## src/source/pix_consts.svh

```systemverilog
`ifndef PIX_CONSTS_SVH
`define PIX_CONSTS_SVH

// Words held by one storage block
`define PIX_IMAGE_SIZE 16

// Number of storage blocks
`define PIX_BLOCK_COUNT 8

// Offset inside a block, at least one bit wide
`define PIX_OFFSET_W ((`PIX_IMAGE_SIZE > 1) ? $clog2(`PIX_IMAGE_SIZE) : 1)

// Block index
`define PIX_BLOCK_W 3

`endif

```

## src/source/pix_types_pkg.sv

```systemverilog
package pix_types_pkg;

    // Sensor side inputs, sampled on clk
    typedef struct packed {
        logic        valid;
        logic        fv;
        logic        lv;
        logic [11:0] data;
    } pix_bus_t;

    // One stored word, 12-bit pixel with zero fill on top
    typedef struct packed {
        logic [3:0]  pad;
        logic [11:0] pixel;
    } pix_word_t;

endpackage

```

## src/source/ctrl_types_pkg.sv

```systemverilog
`include "pix_consts.svh"

package ctrl_types_pkg;

    typedef enum logic {
        OP_CAPTURE = 1'b0,
        OP_READOUT = 1'b1
    } ctrl_op_e;

    // Command word held by the host while cmd_req is high
    typedef struct packed {
        ctrl_op_e                op;
        logic [`PIX_BLOCK_W-1:0] block;
    } ctrl_cmd_t;

    // Single access to the frame store
    typedef struct packed {
        logic                     we;
        logic                     re;
        logic [`PIX_BLOCK_W-1:0]  block;
        logic [`PIX_OFFSET_W-1:0] offset;
        pix_types_pkg::pix_word_t wdata;
    } store_req_t;

endpackage

```

## src/source/pix_ctrl_fsm.sv

```systemverilog
`timescale 1ns/1ps
`include "pix_consts.svh"

module pix_ctrl_fsm (
    input  logic                       clk,
    input  logic                       rst_n,
    input  logic                       cmd_req,
    input  ctrl_types_pkg::ctrl_cmd_t  cmd,
    output logic                       cmd_ack,
    output logic                       gate_arm,
    input  logic                       gate_valid,
    input  pix_types_pkg::pix_word_t   gate_word,
    output ctrl_types_pkg::store_req_t store_req,
    output logic                       cnt_step,
    output logic                       cnt_clear,
    input  logic [`PIX_OFFSET_W-1:0]   offset,
    input  logic                       last,
    output logic                       rd_enable,
    input  logic                       read_strobe,
    input  logic                       word_done
);
    import ctrl_types_pkg::*;

    typedef enum logic [2:0] {
        ST_IDLE,
        ST_CAPTURE,
        ST_READOUT,
        ST_ACK,
        ST_WAIT_REL
    } state_e;

    state_e                  state;
    logic [`PIX_BLOCK_W-1:0] block_q;
    logic                    capture_write;
    logic                    readout_step;

    assign capture_write = (state == ST_CAPTURE) && gate_valid;
    assign readout_step  = (state == ST_READOUT) && word_done;

    // ============================================================
    // Command sequencing
    // ============================================================

    always_ff @(posedge clk) begin
        if (!rst_n) begin
            state <= ST_IDLE;
        end else begin
            case (state)
                ST_IDLE: begin
                    if (cmd_req) begin
                        state <= (cmd.op == OP_CAPTURE) ? ST_CAPTURE : ST_READOUT;
                    end
                end
                // The write of the final word closes the capture
                ST_CAPTURE: begin
                    if (capture_write && last) begin
                        state <= ST_ACK;
                    end
                end
                ST_READOUT: begin
                    if (readout_step && last) begin
                        state <= ST_ACK;
                    end
                end
                // Hold the acknowledge until the host releases its request
                ST_ACK: begin
                    if (!cmd_req) begin
                        state <= ST_WAIT_REL;
                    end
                end
                // One cycle with both req and ack low before a new command
                ST_WAIT_REL: begin
                    state <= ST_IDLE;
                end
                default: begin
                    state <= ST_IDLE;
                end
            endcase
        end
    end

    // Target block is captured when the command is taken
    always_ff @(posedge clk) begin
        if (state == ST_IDLE && cmd_req) begin
            block_q <= cmd.block;
        end
    end

    // ============================================================
    // Outputs
    // ============================================================

    assign cmd_ack   = (state == ST_ACK);
    assign gate_arm  = (state == ST_CAPTURE);
    assign rd_enable = (state == ST_READOUT);
    assign cnt_clear = (state == ST_IDLE);
    assign cnt_step  = capture_write || readout_step;

    always_comb begin
        store_req.we     = capture_write;
        store_req.re     = rd_enable && read_strobe;
        store_req.block  = block_q;
        store_req.offset = offset;
        store_req.wdata  = gate_word;
    end

endmodule

```

## src/source/word_counter.sv

```systemverilog
`timescale 1ns/1ps
`include "pix_consts.svh"

module word_counter (
    input  logic                     clk,
    input  logic                     rst_n,
    input  logic                     step,
    input  logic                     clear,
    output logic [`PIX_OFFSET_W-1:0] offset,
    output logic                     last
);

    // Final word of the block
    assign last = (int'(offset) == `PIX_IMAGE_SIZE - 1);

    always_ff @(posedge clk) begin
        if (!rst_n || clear) begin
            offset <= '0;
        end else if (step) begin
            // Wrap after the final word so a stray step stays in range
            if (last) begin
                offset <= '0;
            end else begin
                offset <= offset + 1'b1;
            end
        end
    end

endmodule

```

## src/source/frame_gate.sv

```systemverilog
`timescale 1ns/1ps

module frame_gate (
    input  logic                     clk,
    input  logic                     rst_n,
    input  logic                     arm,
    input  pix_types_pkg::pix_bus_t  pix,
    output logic                     word_valid,
    output pix_types_pkg::pix_word_t word
);

    // Set once fv has been low while armed
    logic fv_low_seen;
    logic accept;

    // fv high after a low sample marks the start of a frame
    assign accept = fv_low_seen && pix.valid && pix.fv && pix.lv;

    always_ff @(posedge clk) begin
        if (!rst_n || !arm) begin
            fv_low_seen <= 1'b0;
            word_valid  <= 1'b0;
        end else begin
            if (!pix.fv) begin
                fv_low_seen <= 1'b1;
            end
            word_valid <= accept;
        end
    end

    // Widen the pixel with four zero bits
    always_ff @(posedge clk) begin
        if (accept) begin
            word.pad   <= '0;
            word.pixel <= pix.data;
        end
    end

endmodule

```

## src/source/frame_store.sv

```systemverilog
`timescale 1ns/1ps
`include "pix_consts.svh"

module frame_store (
    input  logic                       clk,
    input  ctrl_types_pkg::store_req_t req,
    output pix_types_pkg::pix_word_t   rdata
);
    import pix_types_pkg::*;

    pix_word_t mem [`PIX_BLOCK_COUNT * `PIX_IMAGE_SIZE];
    int        addr;

    // Blocks sit back to back, IMAGE_SIZE words each
    assign addr = int'(req.block) * `PIX_IMAGE_SIZE + int'(req.offset);

    always_ff @(posedge clk) begin
        if (req.we) begin
            mem[addr] <= req.wdata;
        end
    end

    // Registered read port, data valid the cycle after re
    always_ff @(posedge clk) begin
        if (req.re) begin
            rdata <= mem[addr];
        end
    end

endmodule

```

## src/source/readout_port.sv

```systemverilog
`timescale 1ns/1ps

module readout_port (
    input  logic                     clk,
    input  logic                     rst_n,
    input  logic                     enable,
    input  logic                     rd_req,
    output logic                     rd_ack,
    output pix_types_pkg::pix_word_t rd_data,
    output logic                     read_strobe,
    input  pix_types_pkg::pix_word_t rdata,
    output logic                     word_done
);

    // Store read issued last cycle
    logic fetch_q;

    // New request only once the previous word has fully retired,
    // so the offset has already stepped when the read is issued
    assign read_strobe = enable && rd_req && !fetch_q && !rd_ack && !word_done;

    always_ff @(posedge clk) begin
        if (!rst_n) begin
            fetch_q   <= 1'b0;
            rd_ack    <= 1'b0;
            word_done <= 1'b0;
        end else begin
            fetch_q   <= read_strobe;
            word_done <= rd_ack && !rd_req;
            if (fetch_q) begin
                rd_ack <= 1'b1;
            end else if (!rd_req) begin
                rd_ack <= 1'b0;
            end
        end
    end

    // Store output is held for the host until the next word
    always_ff @(posedge clk) begin
        if (fetch_q) begin
            rd_data <= rdata;
        end
    end

endmodule

```

## src/source/pix_capture_top.sv

```systemverilog
`timescale 1ns/1ps
`include "pix_consts.svh"

module pix_capture_top (
    input  logic                      clk,
    input  logic                      rst_n,
    input  logic                      cmd_req,
    input  ctrl_types_pkg::ctrl_cmd_t cmd,
    output logic                      cmd_ack,
    input  pix_types_pkg::pix_bus_t   pix,
    input  logic                      rd_req,
    output logic                      rd_ack,
    output pix_types_pkg::pix_word_t  rd_data
);
    import pix_types_pkg::*;
    import ctrl_types_pkg::*;

    logic                     gate_arm;
    logic                     gate_valid;
    pix_word_t                gate_word;
    store_req_t               store_req;
    pix_word_t                store_rdata;
    logic                     cnt_step;
    logic                     cnt_clear;
    logic [`PIX_OFFSET_W-1:0] offset;
    logic                     last;
    logic                     rd_enable;
    logic                     read_strobe;
    logic                     word_done;

    // ============================================================
    // Control
    // ============================================================

    pix_ctrl_fsm u_fsm (
        .clk        (clk),
        .rst_n      (rst_n),
        .cmd_req    (cmd_req),
        .cmd        (cmd),
        .cmd_ack    (cmd_ack),
        .gate_arm   (gate_arm),
        .gate_valid (gate_valid),
        .gate_word  (gate_word),
        .store_req  (store_req),
        .cnt_step   (cnt_step),
        .cnt_clear  (cnt_clear),
        .offset     (offset),
        .last       (last),
        .rd_enable  (rd_enable),
        .read_strobe(read_strobe),
        .word_done  (word_done)
    );

    word_counter u_counter (
        .clk   (clk),
        .rst_n (rst_n),
        .step  (cnt_step),
        .clear (cnt_clear),
        .offset(offset),
        .last  (last)
    );

    // ============================================================
    // Data path
    // ============================================================

    frame_gate u_gate (
        .clk       (clk),
        .rst_n     (rst_n),
        .arm       (gate_arm),
        .pix       (pix),
        .word_valid(gate_valid),
        .word      (gate_word)
    );

    frame_store u_store (
        .clk  (clk),
        .req  (store_req),
        .rdata(store_rdata)
    );

    readout_port u_readout (
        .clk        (clk),
        .rst_n      (rst_n),
        .enable     (rd_enable),
        .rd_req     (rd_req),
        .rd_ack     (rd_ack),
        .rd_data    (rd_data),
        .read_strobe(read_strobe),
        .rdata      (store_rdata),
        .word_done  (word_done)
    );

endmodule

```

## config.mk

```make
export PLATFORM = sky130hd
export DESIGN_NAME = pix_capture_top
export DESIGN_NICKNAME = d
export VERILOG_FILES = /design/src/source/pix_types_pkg.sv /design/src/source/ctrl_types_pkg.sv /design/src/source/pix_ctrl_fsm.sv /design/src/source/word_counter.sv /design/src/source/frame_gate.sv /design/src/source/frame_store.sv /design/src/source/readout_port.sv /design/src/source/pix_capture_top.sv
export VERILOG_INCLUDE_DIRS = /design/src /design/src/source
export SDC_FILE = /design/constraint.sdc
export NUM_CORES = 2
export LEC_CHECK = 0
export BUFFER_PORTS_ARGS = -buffer_cell sky130_fd_sc_hd__buf_2
export CAP_MARGIN = 5
export CORE_ASPECT_RATIO = 1.1
export CORE_UTILIZATION = 40
export DETAILED_ROUTE_END_ITERATION = 10
export PLACE_DENSITY = 0.51
export REMOVE_ABC_BUFFERS = 1
export SYNTH_ARGS = -nofsm -noshare
export SYNTH_HDL_FRONTEND = slang
export SYNTH_HIERARCHICAL = 1
export SYNTH_SLANG_ARGS = --single-unit
```

## constraint.sdc

```tcl
create_clock -name clk -period 9 [get_ports clk]
set_clock_uncertainty 0.2 [all_clocks]
set_input_delay 1.35 -clock clk [delete_from_list [all_inputs] [get_ports clk]]
set_output_delay 1.35 -clock clk [all_outputs]
set_load 0.03 [all_outputs]
```

==> run metrics <==
final hold violations=0; Starting Density=between 40% and 50%; Remaining DRCs=0; FMAX=between 150 and 200 MHz; Pins Over Slew Limit=0; outcome=complete, no violations; Mapped Area=a little over 0.08 sq mm; largest net degree at the start of global routing=roughly 130; Ports=41; met2 wire length=roughly 140 mm; Detailed Route Iter0 Violations=about 6900; asr flop ratio synth=0%; kind of critical path=reg2reg; first-pass GRT wire length=approximately 400 mm; drt pass-1 iters=8; VDD IR-drop max=0.000193 V; proportion of layout cells with a drive suffix above 1=roughly 17%; final worst-path cycle share=between 50% and 60%; element type at the critical path end=flop; cell taking the most area after synthesis=edfxtp_1; post-synthesis sequential area ratio=approximately four fifths; CP Data Required Time=slightly above 9 ns; final net count=roughly 4900; H-tree depth=4; Distinct cells, synth=approximately 80; Floorplan Core Area=0.200 sq mm; register area=0.0632 sq mm; hold crit path type=reg2reg; grt total ovfl=0; prevailing post-synth register cell=edfxtp_1; Reg clk slew, reported paths=around 0.060 ns; Antenna Violating Nets Remaining=0; Slew @ Worst Pin=1.34 ns; Die Width=approximately 430 um; Worst slew margin=under 10%; # hold bufs at CTS=0; worst-path maximum fanout=between 70 and 80; wire per inst=between 30 and 40 um; Buffers on Ports=40; CTS root buffer=clkbuf_16; row cnt=around 170; Leak=roughly 28 nW; syn_area_per_cell=17.0 sq um; CTS max path bufs=3; post_cts resized=0; area share of the largest cell type after synthesis=between 70% and 80%; wire length on met1=about 110 mm; Max-cap violations=0; most common cell after layout, fill and taps aside=edfxtp_1; Detail Route met3 WL=26.4 mm; area growth from synthesis to layout=13.1%; setup ws final=~3.8 ns; warnings from Yosys=6; pwr dens=~210 mW/mm^2; unrepaired setup endpoints after global routing=no; vias in the first global route=47300; Die Area=around 0.20 sq mm; Post CTS Setup Buffer Count=0; dpl ws=about 4.0 ns; Synth area leaders=edfxtp_1 (78%), a221oi_1 (5.2%), mux2_2 (2.0%); Arr. time, crit path=between 5 and 6 ns; clk sink count=approximately 2100; Synth Instances=4741; Setup violations, final=0; overall routing resource usage=~28%; EDFF count, synth=2095; flops & latches, synth=around 2100; CTS tree=yes; highest metal used=met5; hpwl dp=~170 mm; DR vias/cell=between 6 and 7; clock latency on the worst-skew pair=0.86 ns; gpl congestion=0.912; initial antenna violation count=20; CTS buffer count=roughly 210; Routed WL=290 mm; Die H=approximately 470 um; crit path time final=approximately 5.2 ns; Layout Utilization=roughly 46%; Multi-input gate area=~0.016 sq mm; Startpoint Class=flop; fillcell total=approximately 17000; commonest cells after routing, fill and taps aside=edfxtp_1 (2095), a221oi_1 (479), nor2_1 (289); via count=just under 50000
## layer usage
metal  up-vias  global-route usage [%]
li1      19800                       -
met1     25900                    36.9
met2      2789                    44.6
met3       552                    5.37
met4         6                    14.0
met5         -                       0
## synth_stat cells, types with 53 or more instances
cell type / count
a21oi_1: 229
a221oi_1: 479
a22oi_1: 177
buf_1: 53
buf_2: 144
clkbuf_1: 156
edfxtp_1: 2095
mux2_2: 145
mux2i_1: 81
nand2_1: 128
nor2_1: 354
o21ai_0: 150
o22ai_1: 65
## power by group
part	switching [W]	leakage [nW]	internal [W]
Sequential	0.00000748	18.9	0.0107
Clock	0.00374	3.21	0.00475
Combinational	0.000208	5.78	0.0000484
## stage by stage
step                area [sq um]  power [W]  TNS [ns]  hold WS [ns]  std cells
CTS                        91300     0.0195         0         0.248       7639
global route               91300     0.0199         0         0.289       7640
floorplan                  78900     0.0110  -7711.46         0.200       4352
global placement           84800     0.0111         0         0.234       7248
finish                     91300     0.0194         0         0.243       7641
detailed placement         84800     0.0111         0         0.239       7253
## path summary, 6_finish.rpt
check | start | end | slack [ns] | depth (start not counted)
max | u_counter/offset[2] | u_store/rdata[0] | 3.78 | 8
min | u_gate/fv_low_seen | u_gate/fv_low_seen | 0.24 | 2
max reg2reg | u_counter/offset[2] | u_store/rdata[0] | 3.78 | 8
min reg2reg | u_gate/fv_low_seen | u_gate/fv_low_seen | 0.24 | 2
## kinds of logic after synthesis
family          share of synthesized area, %
flops                                   78.2
compound gates                          12.3
simple gates                            3.45
buf+inv                                 2.28
mux                                     3.69
xor+xnor                              0.0325
fa+ha+maj                             0.0155
other cells                          0.00464
## registers in the layout (all words and copies together) (netlist names)
signal	cells
u_gate/fv_low_seen	1
u_readout/word_done	1
u_gate/word	12
u_readout/rd_data	16
u_counter/offset	4
u_readout/fetch_q	1
u_readout/rd_ack	1
u_store/mem	2048
u_gate/word_valid	1
u_fsm/block_q	3
u_fsm/state	3
u_store/rdata	16
## critical path, stage by stage (launching register included)
cell       delay (ns)
dfxtp_4          0.38
buf_12           0.41
buf_4            0.59
and3b_4          0.49
buf_12           0.30
a221oi_1         0.91
o2111ai_1        0.25
a21oi_1          0.87
o221ai_1         0.26
## cell type report
type / count / share of cell area [%]
Clock buffer: 263 / 6.16
Multi-Input combinational cell: 2235 / 17.6
Tap cell: 2610 / 3.58
Inverter: 10 / 0.0548
Sequential cell: 2107 / 69.1
Clock inverter: 123 / 1.01
Antenna cell: 2 / 0.00548
Timing Repair Buffer: 291 / 2.47
Note: power is estimated with default switching activity, not from simulation.
